`src/rv_isa_pkg.sv`:
```
package rv_isa_pkg;

    // major opcodes of the supported subset
    typedef enum logic [6:0] {
        opc_op     = 7'b0110011,
        opc_op_imm = 7'b0010011,
        opc_lui    = 7'b0110111,
        opc_load   = 7'b0000011,
        opc_store  = 7'b0100011,
        opc_branch = 7'b1100011,
        opc_jal    = 7'b1101111
    } opcode_e;

    typedef enum logic [2:0] {
        alu_add,
        alu_sub,
        alu_and,
        alu_or,
        alu_xor,
        alu_pass_b, // lui
        alu_eq,
        alu_ne
    } alu_op_e;

    localparam logic [2:0] f3_add_sub = 3'b000;
    localparam logic [2:0] f3_xor     = 3'b100;
    localparam logic [2:0] f3_or      = 3'b110;
    localparam logic [2:0] f3_and     = 3'b111;
    localparam logic [2:0] f3_addi    = 3'b000;
    localparam logic [2:0] f3_ld      = 3'b011;
    localparam logic [2:0] f3_sd      = 3'b011;
    localparam logic [2:0] f3_beq     = 3'b000;
    localparam logic [2:0] f3_bne     = 3'b001;

    localparam logic [6:0] f7_base    = 7'b0000000;
    localparam logic [6:0] f7_sub     = 7'b0100000;

    localparam logic [31:0] nop_instr = 32'h0000_0013; // addi x0,x0,0

endpackage
```
`src/core_pkg.sv`:
```
package core_pkg;

    typedef struct packed {
        rv_isa_pkg::alu_op_e alu_op;
        logic                use_imm;   // operand b is the immediate
        logic                reg_we;
        logic                mem_re;
        logic                mem_we;
        logic                is_branch;
        logic                is_jal;
        logic                branch_ne;
    } ctrl_t;

    // ID/EX contents
    typedef struct packed {
        logic [63:0] pc;
        logic [31:0] instr;
        logic [4:0]  rs1;
        logic [4:0]  rs2;
        logic [4:0]  rd;
        logic [63:0] imm;
        ctrl_t       ctrl;
        logic        valid;
    } ex_stage_t;

    // EX/MEM contents
    typedef struct packed {
        logic [63:0] pc;
        logic [31:0] instr;
        logic [4:0]  rd;
        logic [63:0] result;     // alu result or link address
        logic [63:0] store_data;
        ctrl_t       ctrl;
        logic        valid;
    } mem_stage_t;

    typedef struct packed {
        logic [63:0] pc;
        logic [31:0] instr;
        logic [4:0]  rd;
        logic        reg_we;
        logic [63:0] wdata;
    } retire_t;

    typedef enum logic [1:0] {
        fwd_rf,
        fwd_mem,
        fwd_wb
    } fwd_sel_e;

endpackage

```
`src/decoder.sv`:
```
`timescale 1ns/1ns
module decoder (
    input  logic [31:0]         instr,
    output logic [4:0]          rs1,
    output logic [4:0]          rs2,
    output logic [4:0]          rd,
    output logic [63:0]         imm,
    output core_pkg::ctrl_t     ctrl
);

    logic [6:0]  opcode;
    logic [2:0]  funct3;
    logic [6:0]  funct7;
    logic [63:0] imm_i, imm_s, imm_b, imm_u, imm_j;

    assign opcode = instr[6:0];
    assign funct3 = instr[14:12];
    assign funct7 = instr[31:25];
    assign rd     = instr[11:7];

    assign imm_i = {{52{instr[31]}}, instr[31:20]};
    assign imm_s = {{52{instr[31]}}, instr[31:25], instr[11:7]};
    assign imm_b = {{51{instr[31]}}, instr[31], instr[7], instr[30:25], instr[11:8], 1'b0};
    assign imm_u = {{32{instr[31]}}, instr[31:12], 12'b0};
    assign imm_j = {{43{instr[31]}}, instr[31], instr[19:12], instr[20], instr[30:21], 1'b0};

    always_comb begin
        ctrl = '0;          // unknown opcode decodes as a bubble
        ctrl.alu_op = rv_isa_pkg::alu_add;
        imm  = imm_i;
        rs1  = instr[19:15];
        rs2  = 5'd0;        // only set when really read, avoids false stalls
        case (opcode)
            rv_isa_pkg::opc_op: begin
                rs2 = instr[24:20];
                ctrl.reg_we = 1'b1;
                case (funct3)
                    rv_isa_pkg::f3_add_sub: ctrl.alu_op = (funct7 == rv_isa_pkg::f7_sub) ?
                                            rv_isa_pkg::alu_sub : rv_isa_pkg::alu_add;
                    rv_isa_pkg::f3_xor: ctrl.alu_op = rv_isa_pkg::alu_xor;
                    rv_isa_pkg::f3_or:  ctrl.alu_op = rv_isa_pkg::alu_or;
                    rv_isa_pkg::f3_and: ctrl.alu_op = rv_isa_pkg::alu_and;
                    default:            ctrl.reg_we = 1'b0;
                endcase
            end
            rv_isa_pkg::opc_op_imm: begin
                ctrl.use_imm = 1'b1;
                ctrl.reg_we  = (funct3 == rv_isa_pkg::f3_addi);
            end
            rv_isa_pkg::opc_lui: begin
                rs1 = 5'd0;
                imm = imm_u;
                ctrl.alu_op  = rv_isa_pkg::alu_pass_b;
                ctrl.use_imm = 1'b1;
                ctrl.reg_we  = 1'b1;
            end
            rv_isa_pkg::opc_load: begin
                ctrl.use_imm = 1'b1;
                ctrl.mem_re  = (funct3 == rv_isa_pkg::f3_ld);
                ctrl.reg_we  = (funct3 == rv_isa_pkg::f3_ld);
            end
            rv_isa_pkg::opc_store: begin
                rs2 = instr[24:20];
                imm = imm_s;
                ctrl.use_imm = 1'b1;
                ctrl.mem_we  = (funct3 == rv_isa_pkg::f3_sd);
            end
            rv_isa_pkg::opc_branch: begin
                rs2 = instr[24:20];
                imm = imm_b;
                ctrl.is_branch = (funct3 == rv_isa_pkg::f3_beq) || (funct3 == rv_isa_pkg::f3_bne);
                ctrl.branch_ne = (funct3 == rv_isa_pkg::f3_bne);
                ctrl.alu_op = ctrl.branch_ne ? rv_isa_pkg::alu_ne : rv_isa_pkg::alu_eq;
            end
            rv_isa_pkg::opc_jal: begin
                rs1 = 5'd0;
                imm = imm_j;
                ctrl.is_jal = 1'b1;
                ctrl.reg_we = 1'b1;
            end
            default: rs1 = 5'd0;
        endcase
        if (rd == 5'd0) ctrl.reg_we = 1'b0; // x0 writes retire without a write
    end

endmodule

```
`config.mk`:
```
export PLATFORM = sky130hd
export DESIGN_NAME = decoder
export DESIGN_NICKNAME = d
export VERILOG_FILES = /design/src/rv_isa_pkg.sv /design/src/core_pkg.sv /design/src/decoder.sv
export SDC_FILE = /design/constraint.sdc
export NUM_CORES = 1
export LEC_CHECK = 0
export BUFFER_PORTS_ARGS = -buffer_cell sky130_fd_sc_hd__buf_2
export CORE_ASPECT_RATIO = 0.75
export CORE_UTILIZATION = 34
export DETAILED_ROUTE_END_ITERATION = 12
export PLACE_DENSITY = 0.83
export SKIP_LAST_GASP = 1
export SLEW_MARGIN = 20
export SYNTH_ARGS = -nofsm -noshare
export SYNTH_HDL_FRONTEND = slang
export SYNTH_SLANG_ARGS = --single-unit
```
`constraint.sdc`:
```
create_clock -name vclk -period 1.8
set_input_delay 0.09 -clock vclk [all_inputs]
set_output_delay 0.09 -clock vclk [all_outputs]
set_load 0.02 [all_outputs]
```
==> flow_summary.yaml, run 1 <==
run_status:
  status: "completed"
global_route:
  grtUsageTotal: 0.191
  grt_max_degree: 34
  grt_pass1_wl_mm: 4.92
  grt_remaining_overflow: 0
  antenna_found_initial: 0
  grt_pass1_vias: 1084
timing:
  fmax_mhz: 607
  setup_viol: 0
  final_hold_viol_count: 0
  fin_tns_setup_ns: 0
  maxSlewViolCount: 0
  period_needed_ns: 1.65
  rsz0062_at_grt: "false"
  setup_ws_ns: 0.153
  worstMarginPinSlew_ns: 0.557
  slew-limit-headroom: 0.628
  fin_crit_sh: 0.915
  holdWs_ns: 0.427
power:
  power_uw: 348
  power.leakage_nw: 0.873
  ir_worst_vdd_mv: 0.180
  powerDensity_nw_per_um2: 259
logic_synthesis:
  synth_cells: 148
  yosysWarnings: 0
  syn_area_um2: 973
  syn-num-nets: 180
  synth_top_area_cell: "buf_4"
  syn_avg_cell_area_um2: 6.58
  synth_area_leaders: "buf_4, a21o_1, nor2_1"
  yosys-top-cells-count: "buf_4, a21o_1, nor2_1"
  synth_top_area_frac: 0.293
  yosys.cell_count.top_type: "buf_4"
  synth-seq-area-share: 0
  synthDistinctLibCells: 38
setup_path:
  crit_fanout: 8
  start_kind: "input port"
  worstPathArrival_ns: 1.56
  cp.required_ns: 1.71
  criticalPathCategory: "input port to output pin"
  cp-end-kind: "output pin"
detailed_routing:
  drt-initial-drc-count: 70
  drt.antenna.violating_nets: 0
  post_drt_wl_per_cell_um: 11.6
  drc: 0
  vias_per_cell: 4.74
  finalWirelength_mm: 3.12
  vias: 1270
  first_pass_iters: 5
die:
  dieArea_um2: 3080
  start_util: 0.366
  die_x_um: 63.8
  die_y_um: 48.3
  core_um2: 2660
  ioPinCount: 121
  rows: 16
clock_tree:
  hold_buffers: 0
  post-cts-setup-buffers: 0
  cts_resized: 0
cells_and_area:
  final_area_um2: 1350
  drive_above_1_share: 0.612
  layout.nets: 266
  post-route-util: 0.505
  diodes: 0
  seq_cell_count: 0
  clkbuf_count: 0
  area_growth_pct: 38.2
  fillers: 299
  final_cell_count_no_fill: 268
  seqCellArea_um2: 0
placed_design:
  dpl-instance-area_um2: 1350
  gp_congestion: 0.878
  pre_cts_ws_ns: 0.153
  portBuffers: 121
  post-place-cells: 268
  hpwl_mm: 2.59
hold_path:
  hp-class: "input port to output pin"
job:
  drv_cap: 0
## per-layer routing
metal / GRT usage / part of all wire / vias to the layer above
met5: 0 / 0 / -
met4: 0.00758 / 0 / 0
met3: 0.0165 / 0.089 / 0
met2: 0.369 / 0.49 / 65
met1: 0.237 / 0.42 / 572
li1: - / - / 633
## worst paths after layout
check | startpoint | to | slack, ns | cells past startpoint
setup / recovery | instr[6] | imm[15] | 0.15 | 6
hold / removal | instr[9] | rd[2] | 0.43 | 2
## cell type report
cell class	count	area, µm²	share of cell area
Timing Repair Buffer	130	673	0.500
Multi-Input combinational cell	94	597	0.444
Tap cell	36	45.0	0.0335
Inverter	8	30.0	0.0223
## cells by family after synthesis
group                  share of synthesized area
and+or+nand+nor                            0.347
AOI/OAI and AO/OA                          0.256
muxes                                     0.0103
buffers and inverters                      0.387
## power by group
group | total, mW | switching (mW) | leakage, nW | internal [mW]
Combinational | 0.348 | 0.219 | 0.873 | 0.130
Sequential | 0 | 0 | 0 | 0
Clock | 0 | 0 | 0 | 0
## cell usage in the layout, fill, tap and decap left out, types with 2 or more instances in the layout
master / synthesis / routed
a21o_2: 2 / 2
nand4_1: 3 / 3
o21ai_0: 2 / 2
and2_2: 6 / 6
nor2_1: 14 / 14
a21oi_1: 3 / 3
buf_2: 1 / 121
buf_4: 38 / 9
a21o_1: 18 / 18
nor3_1: 3 / 3
inv_1: 8 / 8
nor4b_1: 2 / 2
nand2_1: 9 / 9
o31ai_1: 4 / 4
nor2b_1: 6 / 6
nand3b_1: 2 / 2
## critical path, cell delays in order
cell     delay [ns]
buf_2          0.11
or3b_4         0.40
a21oi_1        0.37
nor2b_1        0.23
a21o_1         0.20
buf_2          0.15
No activity file was read; power rests on OpenSTA's default activity.
==> inputs of run 2 (changes only) <==
Settings changed: RECOVER_POWER from default to 100.
==> run 2 against run 1 <==
Non-clock buffer count stayed put. Die area stayed put. Routed wire length is 0.61% higher. Core utilization is 3.8 points lower. Sequential cell count stayed put. Critical path depth stayed put. Sequential share of layout area stayed put. Combinational power is 4% lower. Final cell count stayed put. Critical endpoint unchanged.
==> flow_summary.yaml, run 2 (synthesis results as in run 1) <==
placed_design:
  gp_congestion: 0.878
  hpwl_mm: 2.59
  pre_cts_ws_ns: 0.153
  dpl-instance-area_um2: 1350
  portBuffers: 121
  post-place-cells: 268
die:
  start_util: 0.366
  core_um2: 2660
  ioPinCount: 121
  dieArea_um2: 3080
  die_y_um: 48.3
  rows: 16
  die_x_um: 63.8
clock_tree:
  cts_resized: 0
  post-cts-setup-buffers: 0
  hold_buffers: 0
global_route:
  grt_pass1_vias: 1084
  antenna_found_initial: 0
  grt_pass1_wl_mm: 4.92
  grt_remaining_overflow: 0
  grtUsageTotal: 0.191
  grt_max_degree: 34
cells_and_area:
  final_area_um2: 1240
  layout.nets: 266
  area_growth_pct: 27.8
  final_cell_mix: "clkbuf_1, buf_2, a21o_1"
  diodes: 0
  final_cell_count_no_fill: 268
  layout_commonest_cell: "clkbuf_1"
  seq_cell_count: 0
  clkbuf_count: 0
  drive_above_1_share: 0.302
  fillers: 326
  seqCellArea_um2: 0
setup_path:
  crit_fanout: 8
  cp.required_ns: 1.71
  worstPathArrival_ns: 1.57
  criticalPathCategory: "input port to output pin"
  start_kind: "input port"
  cp-end-kind: "output pin"
job:
  drv_cap: 0
timing:
  final_hold_viol_count: 0
  setup_ws_ns: 0.137
  slew-limit-headroom: 0.323
  maxSlewViolCount: 0
  period_needed_ns: 1.66
  fmax_mhz: 601
  fin_tns_setup_ns: 0
  rsz0062_at_grt: "false"
  setup_viol: 0
  worstMarginPinSlew_ns: 1.02
  fin_crit_sh: 0.924
power:
  powerDensity_nw_per_um2: 268
  power.leakage_nw: 0.645
  ir_worst_vdd_mv: 0.169
detailed_routing:
  drt-initial-drc-count: 61
  first_pass_iters: 4
  drt.antenna.violating_nets: 0
  finalWirelength_mm: 3.14
  vias: 1278
  post_drt_wl_per_cell_um: 11.7
  vias_per_cell: 4.77
  drc: 0
hold_path:
  hp-class: "input port to output pin"
run_status:
  status: "completed"
run 2: worst paths after layout:
| path | cells after the start | endpoint | from | slack, ns |
|---|---|---|---|---|
| min | 2 | rd[2] | instr[9] | 0.45 |
| max | 6 | imm[15] | instr[6] | 0.14 |
run 2: critical path: stages:
cell	delay (ns)
buf_2	0.11
or3b_4	0.40
a21oi_1	0.37
nor2b_1	0.23
a21o_1	0.21
clkbuf_2	0.15
run 2: layer usage:
| metal | wire [µm] | vias up | global-route usage |
|---|---|---|---|
| li1 | - | 633 | - |
| met1 | 1340 | 576 | 0.237 |
| met3 | 251 | 0 | 0.0165 |
| met4 | 0 | 0 | 0.00758 |
| met5 | 0 | - | 0 |
| met2 | 1540 | 69 | 0.369 |
run 2: cell type report:
type | count | area (µm²) | share of cell area
Inverter | 8 | 30.0 | 0.0241
Multi-Input combinational cell | 94 | 594 | 0.478
Tap cell | 36 | 45.0 | 0.0362
Timing Repair Buffer | 130 | 574 | 0.462
run 2: report_power, final:
group          internal [mW]  total, mW  switching, mW  leakage [nW]
clock                      0          0              0             0
sequential                 0          0              0             0
combinational          0.111      0.333          0.222         0.645
total                  0.111      0.333          0.222         0.645
run 2: metrics by stage:
step                power (mW)  hold slack, ns  utilization
floorplan                0.263           0.293            -
global placement         0.346           0.427        0.505
detailed placement       0.349           0.428        0.505
CTS                      0.351           0.428        0.505
global route             0.360           0.467        0.467
finish                   0.333           0.450        0.467
==> inputs of run 3 (changes only) <==
Settings changed: PLACE_DENSITY 0.83 to 0.89.
==> run 3 against run 2 <==
Combinational power shrank 2%. Critical path depth did not move. First-iteration DRC count fell by 46%. Core utilization down 0.61 points.
==> flow_summary.yaml, run 3 (synthesis results as in run 1) <==
detailed_routing:
  finalWirelength_mm: 2.97
  drc: 0
  vias: 1287
  first_pass_iters: 4
  post_drt_wl_per_cell_um: 11.2
  drt-initial-drc-count: 33
  vias_per_cell: 4.84
  drt.antenna.violating_nets: 0
run_status:
  status: "completed"
placed_design:
  post-place-cells: 266
  hpwl_mm: 2.54
  portBuffers: 121
  gp_congestion: 0.804
timing:
  worstMarginPinSlew_ns: 0.515
  rsz0062_at_grt: "false"
  maxSlewViolCount: 0
  fin_tns_setup_ns: 0
  period_needed_ns: 1.64
  final_hold_viol_count: 0
  slew-limit-headroom: 0.652
  fin_crit_sh: 0.909
  fmax_mhz: 611
  setup_viol: 0
clock_tree:
  hold_buffers: 0
  post-cts-setup-buffers: 0
  cts_resized: 0
setup_path:
  cp-end-kind: "output pin"
  cp.required_ns: 1.71
  crit_chain: "buf_2 > or3b_4 > or2_0 > and2_4 > a21o_2 > clkbuf_2"
  crit_path_top_delay_cell: "or3b_4"
  worstPathArrival_ns: 1.55
  criticalPathCategory: "input port to output pin"
  crit_fanout: 11
  cpPeakStageDelay_ns: 0.42
  start_kind: "input port"
cells_and_area:
  diodes: 0
  clkbuf_count: 0
  seq_cell_count: 0
  final_cell_mix: "clkbuf_1, buf_2, a21o_1"
  seqCellArea_um2: 0
  drive_above_1_share: 0.261
  final_cell_count_no_fill: 266
  layout_commonest_cell: "clkbuf_1"
  area_growth_pct: 26.1
  layout.nets: 264
  fillers: 318
global_route:
  grt_pass1_wl_mm: 4.60
  antenna_found_initial: 0
  grt_pass1_vias: 1030
  grtUsageTotal: 0.176
  grt_remaining_overflow: 0
  grt_max_degree: 35
die:
  start_util: 0.366
  ioPinCount: 121
  die_y_um: 48.3
  rows: 16
  die_x_um: 63.8
  dieArea_um2: 3080
  core_um2: 2660
power:
  p_seq_frac: 0
  ir_worst_vdd_mv: 0.137
  power.leakage_nw: 0.614
  pwr-share-clk: 0
  cellInternalPower_uw: 106
  pwr-share-comb: 1.000
  p_sw_uw: 220
  sw_frac_of_total: 0.674
  powerDensity_nw_per_um2: 266
job:
  drv_cap: 0
hold_path:
  hp-class: "input port to output pin"
-- run 3: cell types whose count changed in the layout (fill, tap and decap cells not counted) --
cell	before	now
and2_1	2	1
and2_4	0	1
buf_4	5	6
clkbuf_1	71	80
clkbuf_2	16	2
buf_2	38	40
-- run 3: layout make-up --
type / instances / area, µm² / share of cell area
Inverter: 8 / 30.0 / 0.0245
Timing Repair Buffer: 128 / 556 / 0.453
Multi-Input combinational cell: 94 / 597 / 0.486
Tap cell: 36 / 45.0 / 0.0367
-- run 3: per-layer routing --
layer	wire length, µm	vias to the layer above	global-route usage
met4	27	0	0.0227
met1	1230	575	0.224
met2	1400	80	0.330
met3	305	2	0.0118
met5	0	-	0
li1	-	630	-
-- run 3: through the flow --
step	worst slack (ns)	total power [mW]	util	hold WS [ns]	cell area, µm²
2_1_floorplan	0.0388	0.263	-	0.293	973
3_3_place_gp	0.227	0.342	0.500	0.424	1330
3_5_place_dp	0.199	0.346	0.500	0.422	1330
4_1_cts	0.198	0.347	0.500	0.422	1330
5_1_grt	0.0863	0.350	0.461	0.457	1230
6_report	0.164	0.326	0.461	0.447	1230
-- run 3: path summary, 6_finish.rpt --
path                  depth (start not counted)      from  endpoint  slack [ns]
worst min-delay path                          2  instr[9]     rd[2]        0.45
worst max-delay path                          6  instr[6]   imm[22]        0.16
-- run 3: critical path, delay by kind of cell --
family	cells	cell delay, ns
buffers and inverters	2	0.29
AO/OA/AOI/OAI	1	0.18
AND/OR/NAND/NOR	3	0.98
-- run 3: power groups by stage --
stage	clock network, mW	registers (mW)	logic [mW]
global route	0	0	0.350
detailed placement	0	0	0.346
floorplan	0	0	0.263
finish	0	0	0.326
global placement	0	0	0.342
CTS	0	0	0.347
