`src/rv_isa_pkg.sv`:
```
package rv_isa_pkg;

    // major opcodes of the supported subset
    typedef enum logic [6:0] {
        opc_op     = 7'b0110011,
        opc_op_imm = 7'b0010011,
        opc_lui    = 7'b0110111,
        opc_load   = 7'b0000011,
        opc_store  = 7'b0100011,
        opc_branch = 7'b1100011,
        opc_jal    = 7'b1101111
    } opcode_e;

    typedef enum logic [2:0] {
        alu_add,
        alu_sub,
        alu_and,
        alu_or,
        alu_xor,
        alu_pass_b, // lui
        alu_eq,
        alu_ne
    } alu_op_e;

    localparam logic [2:0] f3_add_sub = 3'b000;
    localparam logic [2:0] f3_xor     = 3'b100;
    localparam logic [2:0] f3_or      = 3'b110;
    localparam logic [2:0] f3_and     = 3'b111;
    localparam logic [2:0] f3_addi    = 3'b000;
    localparam logic [2:0] f3_ld      = 3'b011;
    localparam logic [2:0] f3_sd      = 3'b011;
    localparam logic [2:0] f3_beq     = 3'b000;
    localparam logic [2:0] f3_bne     = 3'b001;

    localparam logic [6:0] f7_base    = 7'b0000000;
    localparam logic [6:0] f7_sub     = 7'b0100000;

    localparam logic [31:0] nop_instr = 32'h0000_0013; // addi x0,x0,0

endpackage
```
`src/alu.sv`:
```
`timescale 1ns/1ns
module alu (
    input  rv_isa_pkg::alu_op_e op,
    input  logic [63:0]         a,
    input  logic [63:0]         b,
    output logic [63:0]         result,
    output logic                taken
);

    logic equal;

    assign equal = (a == b);

    always_comb begin
        taken = 1'b0;
        case (op)
            rv_isa_pkg::alu_add:    result = a + b;
            rv_isa_pkg::alu_sub:    result = a - b;
            rv_isa_pkg::alu_and:    result = a & b;
            rv_isa_pkg::alu_or:     result = a | b;
            rv_isa_pkg::alu_xor:    result = a ^ b;
            rv_isa_pkg::alu_pass_b: result = b;
            rv_isa_pkg::alu_eq: begin
                taken  = equal;
                result = {63'd0, equal};
            end
            rv_isa_pkg::alu_ne: begin
                taken  = !equal;
                result = {63'd0, !equal};
            end
            default:                result = a + b;
        endcase
    end

endmodule

```
`config.mk`:
```
export PLATFORM = sky130hd
export DESIGN_NAME = alu
export DESIGN_NICKNAME = d
export VERILOG_FILES = /design/src/rv_isa_pkg.sv /design/src/alu.sv
export SDC_FILE = /design/constraint.sdc
export NUM_CORES = 1
export LEC_CHECK = 0
export BUFFER_PORTS_ARGS = -buffer_cell sky130_fd_sc_hd__buf_4
export CAP_MARGIN = 20
export CELL_PAD_IN_SITES_DETAIL_PLACEMENT = 0
export CELL_PAD_IN_SITES_GLOBAL_PLACEMENT = 2
export CORE_UTILIZATION = 30
export DETAILED_ROUTE_END_ITERATION = 16
export PLACE_DENSITY = 0.78
export SYNTH_ARGS = -nofsm -noshare
export SYNTH_HDL_FRONTEND = slang
export SYNTH_SLANG_ARGS = --single-unit
```
`constraint.sdc`:
```
create_clock -name vclk -period 7.65
set_clock_uncertainty 0.05 [all_clocks]
set_input_delay 0.765 -clock vclk [all_inputs]
set_output_delay 0.765 -clock vclk [all_outputs]
set_load 0.05 [all_outputs]
```
==> run summary, run 1 <==
================================================================================
Result of the run .................................................    completed
DR DRC count ......................................................            0
Vias post-DR ......................................................        15104
Maximum resistive drop on vdd .....................................    0.0610 mV
Share of cells above drive strength 1 .............................        13.8%
Initial Utilization ...............................................        30.7%
Logic gate share of total power ...................................       100.0%
Antenna diodes ....................................................            0
Pins over their slew limit ........................................            0
Most numerous cell on the critical path ........................... sky130_fd_sc_hd__buf_4
DRC violation total after the first TritonRoute iteration .........         1382
Total area of multi-input combinational cells .....................   10700 um^2
Net Switching .....................................................       907 uW
Count of endpoints failing hold in the final timing report ........            0
Synth Warn # ......................................................            0
Area of the die ...................................................   40700 um^2
Total of cells resized after clock tree synthesis .................            0
Aggregate global routing overflow .................................            0
Pin count of the biggest net entering global routing ..............           91
FP Rows ...........................................................           72
Period minus WS final .............................................      5.87 ns
Aggregate routed wire length ......................................      60.4 mm
Max-cap violations ................................................            0
Slowest library cell on the worst path ............................ sky130_fd_sc_hd__o41ai_1
Synth area leader ................................................. sky130_fd_sc_hd__ha_1
Distinct cell type count of the synthesized netlist ...............           96
Endpoint kind of the worst setup timing path ...................... primary output
Number of antenna violations at the first check in global routing .            0
Number of global-route vias before repair .........................        14399
Input/output buffers ..............................................          196
Cell types with the largest area share after synthesis ............ sky130_fd_sc_hd__ha_1 (20%), sky130_fd_sc_hd__a21oi_1 (8.2%), sky130_fd_sc_hd__inv_1 (6.2%)
Routability cong. .................................................        0.940
Post-synthesis average cell area ..................................    6.38 um^2
Clock power frac ..................................................           0%
Sequential fraction of the synthesis area .........................           0%
Initial DRT Pass Iterations .......................................            6
Internal portion of total power ...................................       433 uW
Min Hold Slack ....................................................      1.99 ns
Largest fanout on the critical path ...............................           13
Core region area ..................................................   39000 um^2
Number of clock buffer instances in the layout ....................            0
Area of all placed cells without fillers ..........................   13800 um^2
Wire length of the first global-routing pass ......................      89.9 mm
Number of sequential cells ........................................            0
Horiz. Die Dim ....................................................       202 um
Summed instance area of the synthesized netlist ...................   12000 um^2
Smallest setup slack after layout .................................      1.78 ns
Height of the chip ................................................       202 um
Worst Path Required ...............................................      6.84 ns
Crit. path cell count .............................................           13
CP Data Arrival Time ..............................................      5.05 ns
Pre-CTS worst setup slack .........................................      1.87 ns
FF+latch area .....................................................       0 um^2
Post-CTS Setup Repair Bufs ........................................            0
Cell Chain, Critical Path ......................................... buf_4 > inv_1 > ha_1 > nor4_1 > a211oi_1 > a31oi_1 > nand3_1 > a21o_1 > and3_1 > o41ai_1 > a21oi_1 > o21ai_1 > buf_4
RSZ-0062 raised after global routing ..............................        false
Hold Path Depth ...................................................            4
Via density per instance ..........................................         6.07
Number of I/O pins ................................................          196
Per-cell routed wire length .......................................      24.3 um
Crit path launch type ............................................. primary input
Worst setup path class ............................................       in2out
Worst Max-Slew Pin Slew ...........................................     0.999 ns
Number of buffers added to fix hold violations after cts ..........            0
Total placed instance area ........................................   13800 um^2
Cell family contributing the most delay on the critical path ...... compound AO/OA/AOI/OAI gates
# nets final ......................................................         2295
Post-synth top cells .............................................. sky130_fd_sc_hd__inv_1 (198), sky130_fd_sc_hd__a21oi_1 (195), sky130_fd_sc_hd__ha_1 (191)
Post-synth top area share .........................................        20.0%
Antenna Nets Post-Route ...........................................            0
Relative contribution of sequential cells to total power ..........           0%
Power density of the placed cells ................................. 97.3 nW/um^2
Post-synth net total ..............................................         2199
Sum of buffers and inverters on the critical path .................            3
Sw Share ..........................................................        67.7%
Post-detailed-placement half-perimeter wirelength .................      47.6 mm
Number of inserted filler cells in the final layout ...............         4349
Relative area change from synthesis to final layout ...............        15.1%
Leakage Power .....................................................      6.19 nW
Type of the tightest min-delay check ..............................       in2out
Setup_tns .........................................................         0 ns
Most numerous cell in the Yosys netlist ........................... sky130_fd_sc_hd__inv_1
Stage delay of the slowest cell on the critical path ..............      0.70 ns
Maximum frequency from static timing analysis .....................    0.170 GHz
Cells after Synth .................................................         1875
Headroom to the max-slew limit ....................................        33.2%
Final-report setup violation count ................................            0
Global routing usage summed across all routing layers .............        28.4%
Final period util .................................................        76.7%
================================================================================
-- through the flow --
step	power [mW]	util [%]	std cells
global placement	1.32	35.3	2486
finish	1.34	35.3	2487
global route	1.43	35.3	2487
detailed placement	1.31	35.3	2487
CTS	1.32	35.3	2487
floorplan	0.886	-	1875
-- layout make-up --
| class | count | area share, % |
|---|---|---|
| inverters | 212 | 5.78 |
| repair buffers | 217 | 11.9 |
| multi-input cells | 1540 | 77.6 |
| well taps | 518 | 4.71 |
-- layer usage --
layer,wire length [um],vias up,track usage [%]
met5,0,-,0
met4,2130,0,8.96
met3,3800,104,1.73
met2,27500,686,46.8
li1,-,7067,-
met1,27000,7247,39.2
-- cell families (layout without fill, tap and decap cells) --
kind of cell | after synthesis | after routing | share of synthesized area [%]
compound gates | 741 | 741 | 41.4
xor+xnor | 41 | 41 | 3.00
fa+ha+maj | 193 | 193 | 20.3
buf+inv | 335 | 429 | 10.9
mux | 30 | 30 | 2.62
simple gates | 535 | 535 | 21.8
-- power groups by stage --
stage	logic, mW	registers (mW)	clock network, mW
3_5_place_dp	1.31	0	0
3_3_place_gp	1.32	0	0
6_report	1.34	0	0
4_1_cts	1.32	0	0
2_1_floorplan	0.886	0	0
5_1_grt	1.43	0	0
-- placed cells by master, fill, tap and decap left out, types with 22 or more instances in the layout --
cell type / n
sky130_fd_sc_hd__xnor2_1: 39
sky130_fd_sc_hd__a211oi_1: 24
sky130_fd_sc_hd__ha_1: 191
sky130_fd_sc_hd__nand3_1: 42
sky130_fd_sc_hd__inv_1: 197
sky130_fd_sc_hd__nor3_1: 34
sky130_fd_sc_hd__a221oi_1: 22
sky130_fd_sc_hd__o21ai_0: 108
sky130_fd_sc_hd__o221ai_1: 26
sky130_fd_sc_hd__a21oi_1: 195
sky130_fd_sc_hd__nor2b_1: 29
sky130_fd_sc_hd__o31ai_1: 28
sky130_fd_sc_hd__mux2i_1: 28
sky130_fd_sc_hd__nor4_1: 24
sky130_fd_sc_hd__a21o_1: 26
sky130_fd_sc_hd__nor2_1: 177
sky130_fd_sc_hd__buf_4: 215
sky130_fd_sc_hd__o21ai_1: 31
sky130_fd_sc_hd__nand4_1: 31
sky130_fd_sc_hd__o21bai_1: 32
sky130_fd_sc_hd__o22ai_1: 61
sky130_fd_sc_hd__nand2_1: 117
sky130_fd_sc_hd__o211ai_1: 32
-- path summary, 6_finish.rpt --
path | slack, ns | from | to
worst min-delay path | 1.99 | b[41] | result[41]
worst max-delay path | 1.78 | b[4] | result[29]
-- worst min-delay path: stages --
cell,delay [ns]
sky130_fd_sc_hd__buf_4,0.09
sky130_fd_sc_hd__mux2i_1,0.06
sky130_fd_sc_hd__o221ai_1,0.16
sky130_fd_sc_hd__buf_4,0.20
No activity file was read; power rests on OpenSTA's default activity.
==> run 2: changes to the inputs <==
--- a/config.mk
+++ b/config.mk
@@ -5,11 +5,12 @@
 export SDC_FILE = /design/constraint.sdc
 export NUM_CORES = 1
 export LEC_CHECK = 0
+export ABC_AREA = 1
 export BUFFER_PORTS_ARGS = -buffer_cell sky130_fd_sc_hd__buf_4
 export CAP_MARGIN = 20
 export CELL_PAD_IN_SITES_DETAIL_PLACEMENT = 0
 export CELL_PAD_IN_SITES_GLOBAL_PLACEMENT = 2
-export CORE_UTILIZATION = 30
+export CORE_UTILIZATION = 26
 export DETAILED_ROUTE_END_ITERATION = 16
 export PLACE_DENSITY = 0.78
 export SYNTH_ARGS = -nofsm -noshare
==> constraint.sdc (replaced) <==
create_clock -name vclk -period 4.75
set_clock_uncertainty 0.05 [all_clocks]
set_input_delay 0.475 -clock vclk [all_inputs]
set_output_delay 0.475 -clock vclk [all_outputs]
set_load 0.05 [all_outputs]
==> run summary, run 2 <==
=====================================================================================
Commonest non-fill, non-tap cells in the layout ........................ sky130_fd_sc_hd__nand2_1 (1174), sky130_fd_sc_hd__inv_1 (764), sky130_fd_sc_hd__nor2_1 (246)
RSZ-0062 raised after global routing ...................................        false
Horiz. Die Dim .........................................................       243 um
Antenna diodes .........................................................            0
Height of the chip .....................................................       243 um
Synth Warn # ...........................................................            0
Summed instance area of the synthesized netlist ........................   15100 um^2
Core region area .......................................................   57600 um^2
Most numerous cell in the Yosys netlist ................................ sky130_fd_sc_hd__nand2_1
Final period util ......................................................        84.2%
Routability cong. ......................................................         1.07
Number of antenna violations at the first check in global routing ......            1
Wire length of the first global-routing pass ...........................       121 mm
# nets final ...........................................................         3625
Sequential fraction of the synthesis area ..............................           0%
Aggregate global routing overflow ......................................            0
Global routing usage summed across all routing layers ..................        27.6%
Max-cap violations .....................................................            0
Sum of internal, switching and leakage power ...........................      2.42 mW
Vias post-DR ...........................................................        19132
Placed instance count ..................................................         4064
Maximum resistive drop on vdd ..........................................    0.0777 mV
Number of I/O pins .....................................................          196
Setup_tns ..............................................................         0 ns
Type of the tightest min-delay check ...................................       in2out
Cells after Synth ......................................................         3168
Largest fanout on the critical path ....................................            5
Worst setup path class .................................................       in2out
Via density per instance ...............................................         4.71
Leakage Power ..........................................................      10.9 nW
Post-synth net total ...................................................         3492
Period minus WS final ..................................................      4.00 ns
Endpoint kind of the worst setup timing path ........................... primary output
Count of endpoints failing hold in the final timing report .............            0
Area of the die ........................................................   59100 um^2
Relative area change from synthesis to final layout ....................        14.6%
Min Hold Slack .........................................................      1.34 ns
Result of the run ......................................................    completed
Worst setup path end ...................................................   result[30]
Crit path launch type .................................................. primary input
Aggregate routed wire length ...........................................      84.2 mm
Pins over their slew limit .............................................            0
Number of sequential cells .............................................            0
Most frequent standard cell in the layout excluding fill and tap cells . sky130_fd_sc_hd__nand2_1
Initial Utilization ....................................................        26.3%
Maximum frequency from static timing analysis ..........................    0.250 GHz
DRC violation total after the first TritonRoute iteration ..............         1399
Power density of the placed cells ......................................  140 nW/um^2
Total area of multi-input combinational cells ..........................   11700 um^2
Post-detailed-placement half-perimeter wirelength ......................      73.4 mm
Post-synthesis average cell area .......................................    4.77 um^2
FP Rows ................................................................           88
Worst Path Required ....................................................      4.22 ns
Total of cells resized after clock tree synthesis ......................            0
DR DRC count ...........................................................            0
Final-report setup violation count .....................................            0
Initial DRT Pass Iterations ............................................            6
Cell types with the largest area share after synthesis ................. sky130_fd_sc_hd__nand2_1 (29%), sky130_fd_sc_hd__inv_1 (19%), sky130_fd_sc_hd__ha_1 (16%)
Distinct cell type count of the synthesized netlist ....................           44
Worst Max-Slew Pin Slew ................................................     0.950 ns
Number of clock buffer instances in the layout .........................            0
CP Data Arrival Time ...................................................      3.48 ns
Share of cells above drive strength 1 ..................................        8.94%
Post-CTS Setup Repair Bufs .............................................            0
Synth area leader ...................................................... sky130_fd_sc_hd__nand2_1
FF+latch area ..........................................................       0 um^2
Per-cell routed wire length ............................................      20.7 um
Fin cells ..............................................................         4064
Pre-CTS worst setup slack ..............................................     0.786 ns
Pin count of the biggest net entering global routing ...................           40
Number of inserted filler cells in the final layout ....................         6960
Post-synth top cells ................................................... sky130_fd_sc_hd__nand2_1 (1174), sky130_fd_sc_hd__inv_1 (764), sky130_fd_sc_hd__nor2_1 (247)
Antenna Nets Post-Route ................................................            0
Input/output buffers ...................................................          196
Smallest setup slack after layout ......................................     0.748 ns
Number of buffers added to fix hold violations after cts ...............            0
Origin of the worst setup path .........................................         a[0]
Post-synth top area share ..............................................        29.2%
Headroom to the max-slew limit .........................................        36.4%
Number of global-route vias before repair ..............................        18408
=====================================================================================
## run 2: per-layer routing
layer | wire length, um | GRT usage, % | part of all wire (%) | up-vias
li1 | - | - | - | 9834
met1 | 36900 | 34.8 | 44 | 8612
met2 | 39800 | 48.6 | 47 | 569
met3 | 3020 | 0.851 | 3.6 | 117
met4 | 4520 | 12.5 | 5.4 | 0
met5 | 0 | 0 | 0 | -
## run 2: kinds of logic (layout without fill, tap and decap cells)
family,after synthesis,in the layout,share of synthesized area (%)
AO/OA/AOI/OAI,327,327,13.0
XOR/XNOR,14,14,0.811
adder cells (fa/ha/maj),193,193,16.1
buffers and inverters,888,1019,22.9
AND/OR/NAND/NOR,1746,1746,47.2
## run 2: cell type report
cell class / count / area share, %
Inverter: 798 / 17.3
Timing Repair Buffer: 221 / 9.72
Tap cell: 765 / 5.53
Multi-Input combinational cell: 2280 / 67.5
## run 2: worst max-delay path: stages
cell	delay, ns
sky130_fd_sc_hd__buf_4	0.11
sky130_fd_sc_hd__ha_1	0.25
sky130_fd_sc_hd__fa_1	0.48
sky130_fd_sc_hd__nand3_1	0.12
sky130_fd_sc_hd__nand3_1	0.33
sky130_fd_sc_hd__nand2_1	0.16
sky130_fd_sc_hd__nand2_1	0.17
sky130_fd_sc_hd__nand2_1	0.12
sky130_fd_sc_hd__nand2_1	0.17
sky130_fd_sc_hd__nand2_1	0.12
sky130_fd_sc_hd__nand2_1	0.24
sky130_fd_sc_hd__o21ai_1	0.20
sky130_fd_sc_hd__a21oi_1	0.05
sky130_fd_sc_hd__a21oi_1	0.22
sky130_fd_sc_hd__buf_4	0.25
## run 2: worst min path at each step
| stage | from | to | slack (ns) | depth (start not counted) |
|---|---|---|---|---|
| 6_report | b[23] | result[23] | 1.34 | 4 |
| 5_1_grt | b[23] | result[23] | 1.36 | 4 |
| 4_1_cts | b[23] | result[23] | 1.34 | 4 |
| 3_5_place_dp | b[23] | result[23] | 1.34 | 4 |
| 3_3_place_gp | b[18] | result[18] | 1.35 | 4 |
| 2_1_floorplan | op[0] | taken | 1.26 | 2 |
## run 2: metrics by stage
step | utilization (%) | instance area [um^2]
after floorplan | - | 15100
after global placement | 30.1 | 17300
after detailed placement | 30.1 | 17300
after CTS | 30.1 | 17300
after global routing | 30.1 | 17300
final | 30.1 | 17300
## run 2: power by group
group          leakage, nW  total [mW]  switching (mW)  internal [mW]
Combinational         10.9        2.42            1.75          0.669
Sequential               0           0               0              0
Clock                    0           0               0              0
==> run 3: changes to the inputs <==
==> constraint.sdc (replaced) <==
create_clock -name vclk -period 3.4
set_clock_uncertainty 0.05 [all_clocks]
set_input_delay 0.34 -clock vclk [all_inputs]
set_output_delay 0.34 -clock vclk [all_outputs]
set_load 0.05 [all_outputs]
==> run summary, run 3 (same netlist as run 2, synthesis figures left out) <==
=====================================================================================
Maximum resistive drop on vdd ..........................................    0.0994 mV
Worst Path Required ....................................................      3.01 ns
Via density per instance ...............................................         4.67
Number of clock buffer instances in the layout .........................            0
Sw Share ...............................................................        68.1%
Horiz. Die Dim .........................................................       243 um
Most frequent standard cell in the layout excluding fill and tap cells . sky130_fd_sc_hd__nand2_1
Final-report setup violation count .....................................            0
Area of the die ........................................................   59100 um^2
Post-detailed-placement half-perimeter wirelength ......................      75.1 mm
Aggregate routed wire length ...........................................      85.3 mm
Count of endpoints failing hold in the final timing report .............            0
DRC violation total after the first TritonRoute iteration ..............         1262
Initial Utilization ....................................................        26.3%
Leakage Power ..........................................................      11.7 nW
Met1 Use GR ............................................................        34.4%
Slowest library cell on the worst path ................................. sky130_fd_sc_hd__fa_1
Met2 usage in global routing ...........................................        50.5%
Routability cong. ......................................................         1.02
Pre-CTS worst setup slack ..............................................    -0.110 ns
Share of cells above drive strength 1 ..................................        14.2%
Type of the tightest min-delay check ...................................       in2out
Final core area utilization ............................................        32.6%
Logic gate share of total power ........................................       100.0%
Largest fanout on the critical path ....................................            5
Net Switching ..........................................................      2.52 mW
Stage delay of the slowest cell on the critical path ...................      0.45 ns
Maximum frequency from static timing analysis ..........................    0.301 GHz
Min Hold Slack .........................................................      1.04 ns
Worst setup path class .................................................       in2out
Worst Max-Slew Pin Slew ................................................     0.831 ns
RSZ-0062 raised after global routing ...................................        false
Number of sequential cells .............................................            0
Input/output buffers ...................................................          196
Pin count of the biggest net entering global routing ...................           64
Initial DRT Pass Iterations ............................................            6
Total area of multi-input combinational cells ..........................   11800 um^2
# nets final ...........................................................         3787
Per-cell routed wire length ............................................      20.2 um
Power density of the placed cells ......................................  197 nW/um^2
Core region area .......................................................   57600 um^2
Total placed instance area .............................................   18700 um^2
Wire length of the first global-routing pass ...........................       123 mm
Number of I/O pins .....................................................          196
GRT Max-Usage Layer ....................................................         met2
Smallest setup slack after layout ......................................    0.0815 ns
DR DRC count ...........................................................            0
Cell Chain, Critical Path .............................................. buf_4 > ha_1 > fa_1 > nand3_1 > nand3_4 > nand2_1 > nand2_1 > nand2_1 > nand2_1 > nand2_1 > nand2_2 > o21ai_1 > a21oi_1 > a21oi_1 > buf_4 > buf_4
Pins over their slew limit .............................................            0
Period minus WS final ..................................................      3.32 ns
Number of inserted filler cells in the final layout ....................         6972
Aggregate global routing overflow ......................................            0
Number of global-route vias before repair ..............................        19308
Max-cap violations .....................................................            0
CP Data Arrival Time ...................................................      2.93 ns
FP Rows ................................................................           88
Sum of internal, switching and leakage power ...........................      3.70 mW
Global routing usage summed across all routing layers ..................        28.1%
Headroom to the max-slew limit .........................................        44.6%
Clock power frac .......................................................           0%
Result of the run ......................................................    completed
Number of antenna violations at the first check in global routing ......            3
Relative area change from synthesis to final layout ....................        24.3%
FF+latch area ..........................................................       0 um^2
Endpoint kind of the worst setup timing path ........................... primary output
Vias post-DR ...........................................................        19750
Antenna diodes .........................................................            0
Height of the chip .....................................................       243 um
Area of all placed cells without fillers ...............................   18800 um^2
Internal portion of total power ........................................      1.18 mW
Commonest non-fill, non-tap cells in the layout ........................ sky130_fd_sc_hd__nand2_1 (1165), sky130_fd_sc_hd__inv_1 (764), sky130_fd_sc_hd__buf_4 (371)
Crit path launch type .................................................. primary input
Final period util ......................................................        97.6%
M3 GR Usage ............................................................        1.48%
Relative contribution of sequential cells to total power ...............           0%
Most numerous cell on the critical path ................................ sky130_fd_sc_hd__nand2_1
Antenna Nets Post-Route ................................................            0
=====================================================================================
run 3: changes by cell type in the layout (fill, tap and decap cells not counted), sizes merged:
cell,before,now
buf,221,383
run 3: timing repair:
action | 4_1_cts | 5_1_grt
hold buffers | 0 | 0
setup buffers | 0 | 0
pin swaps | 0 | 0
endpoints found under the setup margin | 8 | 30
gates resized for setup | 5 | 36
run 3: worst paths after layout:
kind	start	to	slack (ns)	cells after the start
setup / recovery	a[0]	result[30]	0.08	16
hold / removal	b[23]	result[23]	1.04	4
run 3: layer usage:
metal,vias to the layer above,routed length [um]
met5,-,26
met3,117,3710
li1,10160,-
met4,4,4440
met1,8888,36200
met2,581,41000
run 3: cell type report:
class / count / share of cell area [%]
Timing Repair Buffer: 383 / 16.1
Inverter: 798 / 15.9
Multi-Input combinational cell: 2280 / 62.9
Tap cell: 765 / 5.10
run 3: critical path: cells and delay by family:
family	cells	cell delay (ns)
AND/OR/NAND/NOR	8	1.05
buffers and inverters	3	0.44
AO/OA/AOI/OAI	3	0.39
adder cells (fa/ha/maj)	2	0.68
run 3: power groups by stage:
stage | Clock [mW] | Sequential (mW) | Combinational [mW]
CTS | 0 | 0 | 3.65
detailed placement | 0 | 0 | 3.64
floorplan | 0 | 0 | 2.08
global placement | 0 | 0 | 3.65
global route | 0 | 0 | 3.99
finish | 0 | 0 | 3.70
run 3: through the flow:
stage	TNS (ns)	std cells
floorplan	0	3168
global placement	-0.576	4226
detailed placement	-0.361	4226
CTS	0	4226
global route	0	4226
finish	0	4226
